$ cat config.mk
export PLATFORM = sky130hd
export DESIGN_NAME = fprint_unit
export DESIGN_NICKNAME = d
export VERILOG_FILES = /design/src/hdl/fprint_pkg.sv /design/src/hdl/core_map_csr.sv /design/src/hdl/fprint_registers.sv /design/src/hdl/fprint_pointers.sv /design/src/hdl/fprint_comparator.sv /design/src/hdl/fprint_unit.sv
export SDC_FILE = /design/constraint.sdc
export NUM_CORES = 1
export LEC_CHECK = 0
export BUFFER_PORTS_ARGS = -buffer_cell sky130_fd_sc_hd__buf_4
export CAP_MARGIN = 20
export CORE_AREA = 2 2 339 341
export DETAILED_ROUTE_END_ITERATION = 7
export DIE_AREA = 0 0 341 343
export SYNTH_ARGS = -nofsm -noshare
export SYNTH_HDL_FRONTEND = slang
export SYNTH_SLANG_ARGS = --single-unit
$ cat constraint.sdc
create_clock -name clk -period 4.2 [get_ports clk]
set_input_delay 0.42 -clock clk [delete_from_list [all_inputs] [get_ports clk]]
set_output_delay 0.42 -clock clk [all_outputs]
set_load 0.03 [all_outputs]
$ cat src/hdl/fprint_pkg.sv
package fprint_pkg;

	// bus widths
	localparam int addr_width = 8;
	localparam int data_width = 32;

	// physical core id sits in the upper address bits, register offset below it
	localparam int num_phys_cores = 16;
	localparam int phys_width = $clog2(num_phys_cores);
	localparam int offset_width = addr_width - phys_width;

	// task ids
	localparam int task_width = 4;
	localparam int num_tasks = 2 ** task_width;

	// fingerprints arrive as two halves in the top bits of writedata
	localparam int crc_width = 32;
	localparam int half_width = crc_width / 2;

	// register offsets
	localparam logic [offset_width-1:0] cs_offset = 0;
	localparam logic [offset_width-1:0] crc_offset = 1;
	localparam logic [offset_width-1:0] map_offset = 2;

	// set for check-out, clear for check-in
	localparam int checkout_bit = 4;
	// 0 selects the low half, 1 the high half
	localparam int block_bit = 5;

endpackage

$ cat src/hdl/core_map_csr.sv
`timescale 1ns/100ps

module core_map_csr (
	input  logic                               clk,
	input  logic                               reset,
	input  logic [fprint_pkg::phys_width-1:0]  phys_core,
	input  logic                               map_write,
	input  logic                               map_value,
	output logic                               logical_core
);
	import fprint_pkg::*;

	// one bit per physical core, selects which redundant copy it runs
	logic [num_phys_cores-1:0] core_map;

	always_ff @(posedge clk or posedge reset) begin
		if (reset) begin
			core_map <= '0;
		end else if (map_write) begin
			core_map[phys_core] <= map_value;
		end
	end

	// plain lookup, the register block needs the answer in the same cycle
	assign logical_core = core_map[phys_core];

endmodule

$ cat src/hdl/fprint_registers.sv
`timescale 1ns/100ps

module fprint_registers #(
	parameter int ram_addr_width = 4
) (
	input  logic                                clk,
	input  logic                                reset,
	input  logic [fprint_pkg::addr_width-1:0]   address,
	input  logic                                write,
	input  logic [fprint_pkg::data_width-1:0]   writedata,
	input  logic                                logical_core,
	input  logic [ram_addr_width-1:0]           head_ptr,
	input  logic                                incr_ack,
	input  logic                                verify_req,
	input  logic [fprint_pkg::task_width-1:0]   verify_task,
	input  logic [ram_addr_width-1:0]           tail_ptr,
	output logic                                waitrequest,
	output logic [fprint_pkg::phys_width-1:0]   phys_core,
	output logic                                map_write,
	output logic                                map_value,
	output logic                                incr_req,
	output logic                                incr_core,
	output logic                                verify_ack,
	output logic [fprint_pkg::num_tasks-1:0]    checkin_both,
	output logic [fprint_pkg::crc_width-1:0]    fprint0,
	output logic [fprint_pkg::crc_width-1:0]    fprint1,
	output logic [fprint_pkg::task_width-1:0]   task0,
	output logic [fprint_pkg::task_width-1:0]   task1
);
	import fprint_pkg::*;

	localparam int ram_depth = 2 ** ram_addr_width;

	typedef enum logic [2:0] {
		st_idle,
		st_reg_store,
		st_crc_store_0,
		st_crc_store_1,
		st_incr_wait,
		st_waitrequest,
		st_verify
	} state_t;

	state_t state;

	logic [offset_width-1:0] offset;
	logic [task_width-1:0]   wr_task;
	logic [half_width-1:0]   wr_half;
	logic                    cs_sel;
	logic                    crc_sel;
	logic                    map_sel;
	logic                    block;
	logic                    checked_out;
	logic                    store_half;

	// per logical core task bits
	logic [num_tasks-1:0] checkout_reg [2];
	logic [num_tasks-1:0] checkin_reg [2];

	// fingerprint rings, one memory per core and half, plus the task id
	logic [half_width-1:0] lo_mem0 [ram_depth];
	logic [half_width-1:0] hi_mem0 [ram_depth];
	logic [half_width-1:0] lo_mem1 [ram_depth];
	logic [half_width-1:0] hi_mem1 [ram_depth];
	logic [task_width-1:0] task_mem0 [ram_depth];
	logic [task_width-1:0] task_mem1 [ram_depth];

	// address and data decode
	assign phys_core = address[addr_width-1 -: phys_width];
	assign offset    = address[offset_width-1:0];
	assign wr_task   = writedata[task_width-1:0];
	assign wr_half   = writedata[data_width-1 -: half_width];
	assign block     = writedata[block_bit];
	assign cs_sel    = (offset == cs_offset);
	assign crc_sel   = (offset == crc_offset);
	assign map_sel   = (offset == map_offset);

	assign checked_out = checkout_reg[logical_core][wr_task];

	always_ff @(posedge clk or posedge reset) begin
		if (reset) begin
			state <= st_idle;
		end else begin
			case (state)
				st_idle: begin
					// bus writes win over a waiting verify request
					if (write) begin
						state <= crc_sel ? st_crc_store_0 : st_reg_store;
					end else if (verify_req && !verify_ack) begin
						state <= st_verify;
					end
				end
				st_reg_store:   state <= st_waitrequest;
				st_crc_store_0: state <= checked_out ? st_crc_store_1 : st_waitrequest;
				st_crc_store_1: state <= block ? st_incr_wait : st_waitrequest;
				st_incr_wait: begin
					if (incr_ack)
						state <= st_waitrequest;
				end
				st_waitrequest: state <= st_idle;
				st_verify: begin
					if (verify_ack && !verify_req)
						state <= st_idle;
				end
				default:        state <= st_idle;
			endcase
		end
	end

	assign waitrequest = (state != st_waitrequest);
	assign map_write   = (state == st_reg_store) && map_sel;
	assign map_value   = writedata[0];
	assign incr_req    = (state == st_incr_wait);
	assign incr_core   = logical_core;
	assign store_half  = (state == st_crc_store_1);

	assign checkin_both = checkin_reg[0] & checkin_reg[1];

	// check-out/check-in bits and the verify side of the handshake
	always_ff @(posedge clk or posedge reset) begin
		if (reset) begin
			checkout_reg[0] <= '0;
			checkout_reg[1] <= '0;
			checkin_reg[0]  <= '0;
			checkin_reg[1]  <= '0;
			verify_ack      <= 1'b0;
		end else if (state == st_verify) begin
			if (!verify_ack) begin
				checkout_reg[0][verify_task] <= 1'b0;
				checkout_reg[1][verify_task] <= 1'b0;
				checkin_reg[0][verify_task]  <= 1'b0;
				checkin_reg[1][verify_task]  <= 1'b0;
				verify_ack                   <= 1'b1;
			end else if (!verify_req) begin
				verify_ack <= 1'b0;
			end
		end else if (state == st_reg_store && cs_sel) begin
			if (writedata[checkout_bit])
				checkout_reg[logical_core][wr_task] <= 1'b1;
			// a check-in without a prior check-out is dropped
			else if (checked_out)
				checkin_reg[logical_core][wr_task] <= 1'b1;
		end
	end

	// ring writes land at the head of the logical core being written
	always_ff @(posedge clk) begin
		if (store_half && !logical_core) begin
			task_mem0[head_ptr] <= wr_task;
			if (block)
				hi_mem0[head_ptr] <= wr_half;
			else
				lo_mem0[head_ptr] <= wr_half;
		end
		if (store_half && logical_core) begin
			task_mem1[head_ptr] <= wr_task;
			if (block)
				hi_mem1[head_ptr] <= wr_half;
			else
				lo_mem1[head_ptr] <= wr_half;
		end
	end

	// registered read at the shared tail
	always_ff @(posedge clk) begin
		fprint0 <= {hi_mem0[tail_ptr], lo_mem0[tail_ptr]};
		fprint1 <= {hi_mem1[tail_ptr], lo_mem1[tail_ptr]};
		task0   <= task_mem0[tail_ptr];
		task1   <= task_mem1[tail_ptr];
	end

endmodule

$ cat src/hdl/fprint_pointers.sv
`timescale 1ns/100ps

module fprint_pointers #(
	parameter int ram_addr_width = 4
) (
	input  logic                      clk,
	input  logic                      reset,
	input  logic                      incr_req,
	input  logic                      incr_core,
	input  logic                      tail_advance,
	output logic                      incr_ack,
	output logic [ram_addr_width-1:0] head_ptr,
	output logic [ram_addr_width-1:0] head0,
	output logic [ram_addr_width-1:0] head1,
	output logic [ram_addr_width-1:0] tail_ptr
);

	// heads advance once per request, then ack is held until req goes away
	always_ff @(posedge clk or posedge reset) begin
		if (reset) begin
			head0    <= '0;
			head1    <= '0;
			incr_ack <= 1'b0;
		end else if (incr_req && !incr_ack) begin
			if (incr_core)
				head1 <= head1 + 1'b1;
			else
				head0 <= head0 + 1'b1;
			incr_ack <= 1'b1;
		end else if (!incr_req) begin
			incr_ack <= 1'b0;
		end
	end

	// one tail serves both rings since entries are compared pairwise
	always_ff @(posedge clk or posedge reset) begin
		if (reset) begin
			tail_ptr <= '0;
		end else if (tail_advance) begin
			tail_ptr <= tail_ptr + 1'b1;
		end
	end

	// write address for the core currently storing
	assign head_ptr = incr_core ? head1 : head0;

endmodule

$ cat src/hdl/fprint_comparator.sv
`timescale 1ns/100ps

module fprint_comparator #(
	parameter int ram_addr_width = 4
) (
	input  logic                              clk,
	input  logic                              reset,
	input  logic [ram_addr_width-1:0]         head0,
	input  logic [ram_addr_width-1:0]         head1,
	input  logic [ram_addr_width-1:0]         tail_ptr,
	input  logic [fprint_pkg::crc_width-1:0]  fprint0,
	input  logic [fprint_pkg::crc_width-1:0]  fprint1,
	input  logic [fprint_pkg::task_width-1:0] task0,
	input  logic [fprint_pkg::task_width-1:0] task1,
	input  logic [fprint_pkg::num_tasks-1:0]  checkin_both,
	input  logic                              verify_ack,
	output logic                              tail_advance,
	output logic                              mismatch,
	output logic [fprint_pkg::task_width-1:0] mismatch_task,
	output logic                              verify_req,
	output logic [fprint_pkg::task_width-1:0] verify_task,
	output logic                              verified,
	output logic [fprint_pkg::task_width-1:0] verified_task
);
	import fprint_pkg::*;

	logic settled;
	logic compare_now;
	logic differ;
	logic rings_empty;
	logic verify_ack_q;

	function automatic logic [task_width-1:0] lowest_task(input logic [num_tasks-1:0] mask);
		logic [task_width-1:0] idx;
		idx = '0;
		for (int i = num_tasks - 1; i >= 0; i--) begin
			if (mask[i])
				idx = task_width'(i);
		end
		return idx;
	endfunction

	// read data lags the tail by a cycle, hold off right after each move
	always_ff @(posedge clk or posedge reset) begin
		if (reset)
			settled <= 1'b0;
		else
			settled <= !tail_advance;
	end

	assign compare_now  = settled && (head0 != tail_ptr) && (head1 != tail_ptr);
	assign differ       = (fprint0 != fprint1) || (task0 != task1);
	assign rings_empty  = (head0 == tail_ptr) && (head1 == tail_ptr);
	assign tail_advance = compare_now;

	always_ff @(posedge clk or posedge reset) begin
		if (reset)
			mismatch <= 1'b0;
		else
			mismatch <= compare_now && differ;
	end

	always_ff @(posedge clk) begin
		if (compare_now)
			mismatch_task <= task0;
	end

	// request side of the verify handshake
	always_ff @(posedge clk or posedge reset) begin
		if (reset) begin
			verify_req <= 1'b0;
		end else if (verify_req) begin
			if (verify_ack)
				verify_req <= 1'b0;
		end else if (!verify_ack && rings_empty && (|checkin_both)) begin
			verify_req <= 1'b1;
		end
	end

	// task is latched with the request and held through the handshake
	always_ff @(posedge clk) begin
		if (!verify_req && !verify_ack)
			verify_task <= lowest_task(checkin_both);
	end

	always_ff @(posedge clk or posedge reset) begin
		if (reset)
			verify_ack_q <= 1'b0;
		else
			verify_ack_q <= verify_ack;
	end

	// pulse on the rising edge of the ack
	assign verified      = verify_ack && !verify_ack_q;
	assign verified_task = verify_task;

endmodule

$ cat src/hdl/fprint_unit.sv
`timescale 1ns/100ps

module fprint_unit #(
	parameter int ram_addr_width = 4
) (
	input  logic                              clk,
	input  logic                              reset,
	input  logic [fprint_pkg::addr_width-1:0] address,
	input  logic                              write,
	input  logic [fprint_pkg::data_width-1:0] writedata,
	output logic                              waitrequest,
	output logic                              mismatch,
	output logic [fprint_pkg::task_width-1:0] mismatch_task,
	output logic                              verified,
	output logic [fprint_pkg::task_width-1:0] verified_task
);
	import fprint_pkg::*;

	logic [phys_width-1:0]     phys_core;
	logic                      logical_core;
	logic                      map_write;
	logic                      map_value;
	logic                      incr_req;
	logic                      incr_core;
	logic                      incr_ack;
	logic [ram_addr_width-1:0] head_ptr;
	logic [ram_addr_width-1:0] head0;
	logic [ram_addr_width-1:0] head1;
	logic [ram_addr_width-1:0] tail_ptr;
	logic                      tail_advance;
	logic                      verify_req;
	logic [task_width-1:0]     verify_task;
	logic                      verify_ack;
	logic [num_tasks-1:0]      checkin_both;
	logic [crc_width-1:0]      fprint0;
	logic [crc_width-1:0]      fprint1;
	logic [task_width-1:0]     task0;
	logic [task_width-1:0]     task1;

	core_map_csr map0 (
		.clk          (clk),
		.reset        (reset),
		.phys_core    (phys_core),
		.map_write    (map_write),
		.map_value    (map_value),
		.logical_core (logical_core)
	);

	fprint_registers #(
		.ram_addr_width (ram_addr_width)
	) regs0 (
		.clk          (clk),
		.reset        (reset),
		.address      (address),
		.write        (write),
		.writedata    (writedata),
		.logical_core (logical_core),
		.head_ptr     (head_ptr),
		.incr_ack     (incr_ack),
		.verify_req   (verify_req),
		.verify_task  (verify_task),
		.tail_ptr     (tail_ptr),
		.waitrequest  (waitrequest),
		.phys_core    (phys_core),
		.map_write    (map_write),
		.map_value    (map_value),
		.incr_req     (incr_req),
		.incr_core    (incr_core),
		.verify_ack   (verify_ack),
		.checkin_both (checkin_both),
		.fprint0      (fprint0),
		.fprint1      (fprint1),
		.task0        (task0),
		.task1        (task1)
	);

	fprint_pointers #(
		.ram_addr_width (ram_addr_width)
	) ptrs0 (
		.clk          (clk),
		.reset        (reset),
		.incr_req     (incr_req),
		.incr_core    (incr_core),
		.tail_advance (tail_advance),
		.incr_ack     (incr_ack),
		.head_ptr     (head_ptr),
		.head0        (head0),
		.head1        (head1),
		.tail_ptr     (tail_ptr)
	);

	fprint_comparator #(
		.ram_addr_width (ram_addr_width)
	) comp0 (
		.clk           (clk),
		.reset         (reset),
		.head0         (head0),
		.head1         (head1),
		.tail_ptr      (tail_ptr),
		.fprint0       (fprint0),
		.fprint1       (fprint1),
		.task0         (task0),
		.task1         (task1),
		.checkin_both  (checkin_both),
		.verify_ack    (verify_ack),
		.tail_advance  (tail_advance),
		.mismatch      (mismatch),
		.mismatch_task (mismatch_task),
		.verify_req    (verify_req),
		.verify_task   (verify_task),
		.verified      (verified),
		.verified_task (verified_task)
	);

endmodule

Word level (Yosys, flattened, before mapping). Memory sizes are Yosys's and may differ from the RTL's. A register that Yosys moved wholly into a read port is not among the register bits. Index checks and enable logic that the tools add are counted. Widths: inputs -> output; s select.

Latch bits: 0. Input port bits: 43. Flip-flop bits (word level): 109. Memory bits (read-only): 0. Memory bits (writable): 1152. Memories: 6. Output and inout port bits: 11. Logic and storage cells: 177.

Memory list: regs0.hi_mem0 (depth 16, width 16, read ports 1, clocked after memory_dff 1, write ports 1, line fprint_registers.sv:62) `logic [half_width-1:0] hi_mem0 [ram_depth];`; regs0.hi_mem1 (depth 16, width 16, read ports 1, clocked after memory_dff 1, write ports 1, line fprint_registers.sv:64) `logic [half_width-1:0] hi_mem1 [ram_depth];`; regs0.lo_mem0 (depth 16, width 16, read ports 1, clocked after memory_dff 1, write ports 1, line fprint_registers.sv:61) `logic [half_width-1:0] lo_mem0 [ram_depth];`; regs0.lo_mem1 (depth 16, width 16, read ports 1, clocked after memory_dff 1, write ports 1, line fprint_registers.sv:63) `logic [half_width-1:0] lo_mem1 [ram_depth];`; regs0.task_mem0 (depth 16, width 4, read ports 1, clocked after memory_dff 1, write ports 1, line fprint_registers.sv:65) `logic [task_width-1:0] task_mem0 [ram_depth];`; regs0.task_mem1 (depth 16, width 4, read ports 1, clocked after memory_dff 1, write ports 1, line fprint_registers.sv:66) `logic [task_width-1:0] task_mem1 [ram_depth];`.

Bitwise operators: 10. Reduce and logical (&&, ||, !) cells: 40. Muxes and demuxes: 70. Eq/ne operators: 20. Shifts and indexed selects: 0. Add/subtract/negate cells: 3. Multipliers: 0. Order comparisons: 8. Div/mod/pow operators: 0.

Operator list (number): $mux 32 (9); $and 16x16->16 (5); $mux 16 (4); $or 32x32->32 (2); $mux 4 (9); $ne 32x32->1 (1); $mux 1 (28); $mux 3 (9); $logic_and 1x1->1 (19); $pmux 3 s6 (1); $bwmux 16 (1); $demux 16 s1 (1); $not 16->16 (1); $reduce_or 16->1 (1); $lt 4x5->1 const B (3); $add 4x1->4 const B (3); $demux 1 s4 (3); $ge 4x1->1 const B (3); $ne 4x4->1 (3); $bmux 1 s4 (2); $eq 4x4->1 (2); $reduce_or 8->1 (1); $eq 3x2->1 const B (2); $eq 3x3->1 const B (2); other kinds (22) (36).

Longest topological paths before layout. Gate-level depths: netlist of run 1.

Word-level depth: 16. Depth in mapped cells: 11. Mapped depth without buffers: 7.

Hierarchy. From an unflattened synthesis of run 1, not the netlist that was laid out.

Cell total of the unflattened synthesis: 2388. Area, all modules: 51105.3 um^2.

By module, submodules not included: fprint_registers (instances 1, cells an instance 2161, area an instance 48599.1 um^2, sequential area each 37736.2 um^2); fprint_comparator (instances 1, cells an instance 113, area an instance 1069.8 um^2, sequential area each 340.3 um^2); core_map_csr (instances 1, cells an instance 72, area an instance 855.8 um^2, sequential area each 400.4 um^2); fprint_pointers (instances 1, cells an instance 42, area an instance 580.6 um^2, sequential area each 325.3 um^2).

Worst setup path after synthesis of run 1. Ideal clock, no wire load.

Path kind: input to register. Start point: input port address[6] (netlist bit). End point: memory regs0.lo_mem0[12][0] (netlist bit), enable pin. Path slack: 0.823 ns. Arrival time: 2.989 ns. Path buffers: 2. Cell stages on the path: 9. Required time: 3.812 ns. Setup time: 0.388 ns. Cells stage by stage: buf_6 > mux4_2 > mux2i_2 > mux2i_1 > buf_2 > nor3_2 > nand3_1 > or2_1 > nor2_1.

Longest elaborated chain between the ends: 6. Elaborated cells on any way between the ends: 7. Classes of those cells: mux (5); reduce/logical (2).

Ends and longest elaborated chain: start: declaration (line fprint_unit.sv:8) `input logic [fprint_pkg::addr_width-1:0] address,`; $bmux 1 s4 * (line core_map_csr.sv:25) `assign logical_core = core_map[phys_core];`; $mux 1 (implied by the code) * (line core_map_csr.sv:25); $logic_not 1->1 (line fprint_registers.sv:148) `if (store_half && !logical_core) begin`; $logic_and 1x1->1 (line fprint_registers.sv:148); $mux 1 (line fprint_registers.sv:148); $mux 1 (implied by the code) (line fprint_registers.sv:153) `lo_mem0[head_ptr] <= wr_half;`; end: declaration (line fprint_registers.sv:61).

Mark *: on every way between the ends. The rest lies on a longest branch, timed or not. The select of a mux whose other input is x is not followed.

Worst setup path after layout of run 1.
Start point: register map0.core_map[13]. End point: memory regs0.lo_mem0[11][4] (netlist bit), enable pin.

Longest elaborated chain between the ends: 6. Elaborated cells on any way between the ends: 7. Classes of those cells: mux (5); reduce/logical (2).

Ends and longest elaborated chain: start: declaration (line core_map_csr.sv:14) `logic [num_phys_cores-1:0] core_map;`; start signal: indexed assignment (line core_map_csr.sv:20) `core_map[phys_core] <= map_value;`; $bmux 1 s4 * (line core_map_csr.sv:25); $mux 1 (implied by the code) * (line core_map_csr.sv:25); $logic_not 1->1 (line fprint_registers.sv:148); $logic_and 1x1->1 (line fprint_registers.sv:148); $mux 1 (line fprint_registers.sv:148); $mux 1 (implied by the code) (line fprint_registers.sv:153).

Marked as above.

==> flow_summary.toml, run 1 <==
[run_status]
result_of_the_run = "finished clean"

[timing]
worst-slew-pin-transition_ns = 1.13
period_needed_ns = 3.83
finalHoldViolations = 0
finalCritPeriodShare_pct = 91.2
maxSlewViolCount = 0
fmaxAchievable_ghz = 0.261
rsz0062_at_grt = "false"
finalWorstSetupSlack_ns = 0.371
finalSetupTns_ns = 0
timing.final.setup_violations = 0
slew_headroom_pct = 24.8
timing.clock.skew_ns = 0.0315

[logic_synthesis]
synthTopCellsByArea = "sky130_fd_sc_hd__edfxtp_1 69%, sky130_fd_sc_hd__mux4_2 16%, sky130_fd_sc_hd__dfrtp_1 5.0%, sky130_fd_sc_hd__dfxtp_1 2.8%, sky130_fd_sc_hd__nor2_1 0.98%"
synth_top_cell_by_area = "sky130_fd_sc_hd__edfxtp_1"
number_of_enable_flip_flop_cells_after_synthesis = 1160
mappedNetlistArea_sq_mm = 0.0508
ys_ff_latch = 1333
post-synth-top-count-cell = "sky130_fd_sc_hd__edfxtp_1"
synth_sequential_area_ratio_pct = 76.4
asyncSetResetFlopFracSynth_pct = 7.58
number_of_warnings_printed_during_yosys_synthesis = 0
synth_cells = 2354
syn_area_per_cell_sq_um = 21.6
yosys_most_used_dff = "sky130_fd_sc_hd__edfxtp_1"
synth.distinct_cells = 56
synth_common_cells = "1160 x sky130_fd_sc_hd__edfxtp_1, 372 x sky130_fd_sc_hd__mux4_2, 133 x sky130_fd_sc_hd__nor2_1"
synth.net_count = 2400
synth_top_area_share_pct = 68.6

[place]
dp.cells = 3845
placement.setup.worst_slack_ns = 0.0595
globalplace.congestion = 0.786
port_buffers = 43
post-dp-hpwl_microns = 65000

[setup_path]
critical_path.n_buffers_inverters = 0
timing.setup.critical_path_class = "register to register"
worstRegToRegCells = 7
worst_path_most_repeated_cell = "sky130_fd_sc_hd__mux2i_2"
required_time_reported_for_the_critical_path_endpoint_ns = 4.54
reg2reg_to = "regs0.lo_mem0[11][4]"
critPathMaxFanout = 16
slowest_stage = "sky130_fd_sc_hd__nor2_2"
startpoint = "map0.core_map[13]"
cp.depth = 7
cpPeakStageDelay_ns = 0.77
r2r_slack_ns = 0.37
critical_path.endpoint = "regs0.lo_mem0[11][4]"
cp_data_arrival_time_ns = 4.17
critPathTopFamily = "simple AND/OR/NAND/NOR gates"
r2r-start = "map0.core_map[13]"
worst_setup_path_start_kind = "register"
critical_path.cell_chain = "mux4_2, mux2i_2, mux2i_2, nor3_2, nand3b_1, or2_1, nor2_2"
critPathCaptureType = "register"

[hold_path]
worst_hold_startpoint = "address[0]"
worst_hold_check_path_type = "input pin to register"

[detailed_routing]
detailedRoute.firstIterationViolations = 2381
drt-pass1-iter-count = 5
post_drt_wl_per_cell_microns = 26.4
route.detailed.vias_per_inst = 5.74
totalWireLength_microns = 108000
drt.antenna.violating_nets = 0
detailroute.via_count = 23506
route.detailed.drc = 0

[layout]
area.growth.synth_to_final_pct = 13.6
antenna_cells = 0
nets = 2520
finish.cell_count_without_fillers = 4096
share_of_layout_cells_above_drive_strength_1_pct = 29.3

[clock_tree]
post_cts_buffers = 0
numClockSinks = 1333
cts-buffers-inserted = 137
cts-root-buf = "sky130_fd_sc_hd__clkbuf_16"
cts.reportedPaths.clkPinSlew_ns = 0.06
cts_tree = "built"
cts_htree_levels = 4
clkLatencyLatePin_ns = 0.74
max-clock-path-buffers = 3

[global_routing]
grt_overflow_total = 0
largest_net_degree_at_the_start_of_global_routing = 156
grt_first_pass_wirelength_microns = 163000
antenna_found_initial = 1
global_route_total_usage_across_every_layer_pct = 18.9
number_of_global_route_vias_before_repair = 24281

[die]
core_region_area_sq_mm = 0.113
floorplan.initialDensity_pct = 44.8
design.die.area_sq_mm = 0.117
io_pins = 54
die_h_microns = 343
die_x_microns = 341
placementRows = 124

[power]
power.density_mw_per_mm2 = 636
power.static_leakage_nw = 18.5
vdd.ir_drop.worst_mv = 0.526
totalPowerFinal_mw = 36.7

[job]
number_of_max_capacitance_violations_reported = 0
per-stage QoR:
stage / area (sq um) / hold slack, ns / utilization (%)
after global routing: 57700 / 0.0913 / 50.9
after detailed placement: 53300 / 0.438 / 47.0
after global placement: 53300 / 0.443 / 47.0
after CTS: 57700 / 0.0161 / 50.9
final: 57700 / 0.0804 / 50.9
after floorplan: 50800 / 0.352 / -
layer usage:
metal	up-vias	GRT usage, %	share of wire, %
li1	9965	-	-
met1	12670	28.3	45
met2	709	28.6	47
met3	162	3.39	5.9
met4	0	5.31	2.2
met5	-	0	0
logic make-up (layout without fill, tap and decap cells):
group	Yosys count	in the layout	synth area share, %
AOI/OAI and AO/OA	107	107	1.52
xor gates and xnor gates	53	53	0.914
adders and majority gates	3	3	0.0739
buffers and inverters	126	356	0.976
DFF	1333	1333	76.4
muxes	395	395	17.0
and+or+nand+nor	337	337	3.09
worst min-delay path by stage:
stage | to | slack, ns | depth (start not counted)
after floorplan | comp0.verify_ack_q | 0.35 | 0
after global placement | comp0.mismatch_task[2] | 0.44 | 0
after detailed placement | comp0.mismatch_task[1] | 0.44 | 0
after CTS | regs0.state[0] | 0.02 | 4
after global routing | regs0.state[0] | 0.09 | 4
final | regs0.state[0] | 0.08 | 4
power by group:
part | switching [mW] | internal [mW] | total, mW
sequential | 0.836 | 15.2 | 16.0
clock | 4.90 | 6.94 | 11.8
combinational | 4.53 | 4.37 | 8.90
final cells by class:
class / instances / area [sq um]
fill: 8774 / 55700
sequential: 1333 / 38800
multi-input combinational: 895 / 11700
clock buffer: 182 / 3730
tap: 1512 / 1890
timing repair buffer: 100 / 881
clock inverter: 67 / 664
inverter: 7 / 28.8
repair_timing:
action | 4_1_cts | 5_1_grt
hold buffers | 2 | 0
setup endpoints to repair | 0 | 0
hold endpoints to repair | 59 | 0
gates resized for setup | 0 | 0
placed cells by master, fill, tap and decap left out, types with 10 or more instances in the layout:
| cell type | count |
|---|---|
| sky130_fd_sc_hd__xnor2_1 | 27 |
| sky130_fd_sc_hd__edfxtp_1 | 1160 |
| sky130_fd_sc_hd__nand3_1 | 17 |
| sky130_fd_sc_hd__nand2_1 | 86 |
| sky130_fd_sc_hd__clkinv_1 | 18 |
| sky130_fd_sc_hd__buf_4 | 88 |
| sky130_fd_sc_hd__dfrtp_1 | 97 |
| sky130_fd_sc_hd__nand4_1 | 12 |
| sky130_fd_sc_hd__clkbuf_16 | 139 |
| sky130_fd_sc_hd__dfxtp_1 | 72 |
| sky130_fd_sc_hd__mux2_2 | 18 |
| sky130_fd_sc_hd__nor2_2 | 53 |
| sky130_fd_sc_hd__bufinv_16 | 11 |
| sky130_fd_sc_hd__o21ai_1 | 20 |
| sky130_fd_sc_hd__xor2_1 | 26 |
| sky130_fd_sc_hd__clkbuf_1 | 34 |
| sky130_fd_sc_hd__nor2b_1 | 13 |
| sky130_fd_sc_hd__mux4_2 | 372 |
| sky130_fd_sc_hd__nor2_1 | 80 |
| sky130_fd_sc_hd__clkinv_2 | 20 |
| sky130_fd_sc_hd__buf_12 | 10 |
| sky130_fd_sc_hd__a22o_1 | 28 |
| sky130_fd_sc_hd__o31ai_1 | 16 |
worst register-to-register path, cell delays in order, from the launching register on:
cell	delay, ns
sky130_fd_sc_hd__dfrtp_1	0.38
sky130_fd_sc_hd__mux4_2	0.50
sky130_fd_sc_hd__mux2i_2	0.31
sky130_fd_sc_hd__mux2i_2	0.29
sky130_fd_sc_hd__nor3_2	0.51
sky130_fd_sc_hd__nand3b_1	0.29
sky130_fd_sc_hd__or2_1	0.39
sky130_fd_sc_hd__nor2_2	0.77
(Power assumes the default switching activity.)
==> run 2, diff against run 1 <==
--- a/config.mk
+++ b/config.mk
@@ -8,6 +8,7 @@
 export BUFFER_PORTS_ARGS = -buffer_cell sky130_fd_sc_hd__buf_4
 export CAP_MARGIN = 20
 export CORE_AREA = 2 2 339 341
+export CTS_BUF_LIST = sky130_fd_sc_hd__clkbuf_8
 export DETAILED_ROUTE_END_ITERATION = 7
 export DIE_AREA = 0 0 341 343
 export SYNTH_ARGS = -nofsm -noshare
==> run 2 against run 1 <==
  * Count of clock-buffer cells in the layout rose by 54
  * Largest cell class unchanged
  * Fmax fell by 0.28%
  * Clock power fell by 14%
  * Via count rose by 1.9%
  * Combinational power rose by 0.4%
  * Largest power group unchanged
  * Non-clock buffer count rose by 4
  * Sequential power barely moved
==> flow_summary.toml, run 2 (synthesis gave the netlist of run 1 again) <==
[setup_path]
required_time_reported_for_the_critical_path_endpoint_ns = 4.66
slowest_stage = "sky130_fd_sc_hd__nor2_2"
critPathTopFamily = "simple AND/OR/NAND/NOR gates"
timing.setup.critical_path_class = "register to register"
critical_path.n_buffers_inverters = 0
critPathCaptureType = "register"
critPathMaxFanout = 16
critical_path.cell_chain = "mux4_2, mux2i_2, mux2i_2, nor3_2, nand3b_1, or2_1, nor2_2"
worst_path_most_repeated_cell = "sky130_fd_sc_hd__mux2i_2"
cpPeakStageDelay_ns = 0.77
worst_setup_path_start_kind = "register"
cp_data_arrival_time_ns = 4.30

[clock_tree]
max-clock-path-buffers = 3
cts-buffers-inserted = 207
cts_htree_levels = 4
cts-root-buf = "sky130_fd_sc_hd__clkbuf_8"
cts_tree = "built"
clkLatencyLatePin_ns = 0.86
numClockSinks = 1333
cts.reportedPaths.clkPinSlew_ns = 0.06

[die]
placementRows = 124
io_pins = 54
core_region_area_sq_mm = 0.113
die_x_microns = 341
floorplan.initialDensity_pct = 44.8
die_h_microns = 343
design.die.area_sq_mm = 0.117

[job]
number_of_max_capacitance_violations_reported = 0

[power]
internal-power_mw = 24.8
vdd.ir_drop.worst_mv = 0.558
clkPwrFrac_pct = 29.1
pwr-share-comb_pct = 25.4
power.static_leakage_nw = 18.7
net-switching-power_mw = 10.3
switching_share_of_power_pct = 29.3
sequentialPowerShare_pct = 45.5
power.density_mw_per_mm2 = 613
totalPowerFinal_mw = 35.2

[detailed_routing]
route.detailed.drc = 0
totalWireLength_microns = 109000
detailroute.via_count = 23953
detailedRoute.firstIterationViolations = 2163
drt.antenna.violating_nets = 0
post_drt_wl_per_cell_microns = 25.8
route.detailed.vias_per_inst = 5.66
drt-pass1-iter-count = 6

[timing]
finalSetupTns_ns = 0
finalHoldViolations = 0
timing.clock.skew_ns = 0.0285
worst-slew-pin-transition_ns = 1.13
maxSlewViolCount = 0
fmaxAchievable_ghz = 0.260
period_needed_ns = 3.84
hold_slack_ns = 0.103
timing.final.setup_violations = 0
slew_headroom_pct = 24.9
finalCritPeriodShare_pct = 91.4
rsz0062_at_grt = "false"

[place]
globalplace.congestion = 0.786
port_buffers = 43
post-dp-hpwl_microns = 65000

[global_routing]
grt_overflow_total = 0
number_of_global_route_vias_before_repair = 24805
global_route_total_usage_across_every_layer_pct = 18.9
antenna_found_initial = 1
grt_first_pass_wirelength_microns = 164000
largest_net_degree_at_the_start_of_global_routing = 156

[layout]
area.growth.synth_to_final_pct = 12.9
layout.cells.most_common_list = "1160 x sky130_fd_sc_hd__edfxtp_1, 372 x sky130_fd_sc_hd__mux4_2, 236 x sky130_fd_sc_hd__clkbuf_8"
layout_commonest_cell = "sky130_fd_sc_hd__edfxtp_1"
share_of_layout_cells_above_drive_strength_1_pct = 31.1
nets = 2594

[hold_path]
worst_hold_check_path_type = "input pin to register"

[run_status]
result_of_the_run = "finished clean"
==> run 2: cell count changes in the layout (fill, tap and decap cells not counted), sizes merged <==
cell | previous run | this run
bufinv | 11 | 3
clkbuf | 182 | 236
clkinv | 42 | 63
diode | 0 | 2
dlygate4sd3 | 2 | 6
inv | 16 | 80
==> run 2: worst paths after layout <==
check | from | endpoint | slack, ns | cells past startpoint
min in group asynchronous | reset | comp0.verify_ack_q | 0.27 | 3
worst max-delay path | map0.core_map[13] | regs0.lo_mem0[11][8] | 0.36 | 7
worst min-delay path | address[4] | map0.core_map[2] | 0.10 | 4
worst min register to register | regs0.task0[1] | comp0.mismatch_task[1] | 0.45 | 0
max in group asynchronous | reset | map0.core_map[4] | 2.88 | 4
worst max register to register | map0.core_map[13] | regs0.lo_mem0[11][8] | 0.36 | 7
==> run 2: worst min-delay path, stage by stage <==
cell                      delay [ns]
sky130_fd_sc_hd__buf_4          0.17
sky130_fd_sc_hd__nor3b_1        0.11
sky130_fd_sc_hd__nand2_1        0.08
sky130_fd_sc_hd__mux2_2         0.14
==> run 2: what timing repair did <==
item | CTS | global route
hold endpoints to repair | 67 | 0
hold buffers | 6 | 0
gates resized for setup | 0 | 0
setup buffers | 0 | 0
==> run 2: metal layers <==
metal	routed length [microns]	share of wire, %	vias up	GRT usage, %
li1	-	-	10152	-
met1	49000	45	12783	28.1
met2	50800	47	840	28.6
met3	6620	6.1	178	3.63
met4	2680	2.5	0	6.09
met5	0	0	-	0
==> run 2: metrics by stage <==
| stage | area (sq um) | std cells | setup slack (ns) | util [%] |
|---|---|---|---|---|
| global placement | 53300 | 3845 | 0.157 | 47.0 |
| global route | 57300 | 4232 | 0.170 | 50.5 |
| finish | 57300 | 4233 | 0.360 | 50.5 |
| floorplan | 50800 | 2354 | 0.823 | - |
| CTS | 57300 | 4231 | 0.351 | 50.5 |
| detailed placement | 53300 | 3845 | 0.0595 | 47.0 |
==> run 2: power by group through the flow <==
stage	Clock (mW)	Sequential (mW)	Combinational, mW
after floorplan	0	15.8	6.26
after global placement	0	16.2	8.94
after detailed placement	0	16.3	9.01
after CTS	10.5	16.0	9.05
after global routing	11.0	16.1	9.49
final	10.2	16.0	8.94
==> run 2: layout make-up <==
class | instances | area (sq um)
Clock buffer | 236 | 3250
Sequential cell | 1333 | 38800
Multi-Input combinational cell | 895 | 11700
Clock inverter | 144 | 718
Inverter | 7 | 28.8
Tap cell | 1512 | 1890
Fill cell | 8903 | 56100
Antenna cell | 2 | 5.00
Timing Repair Buffer | 104 | 921
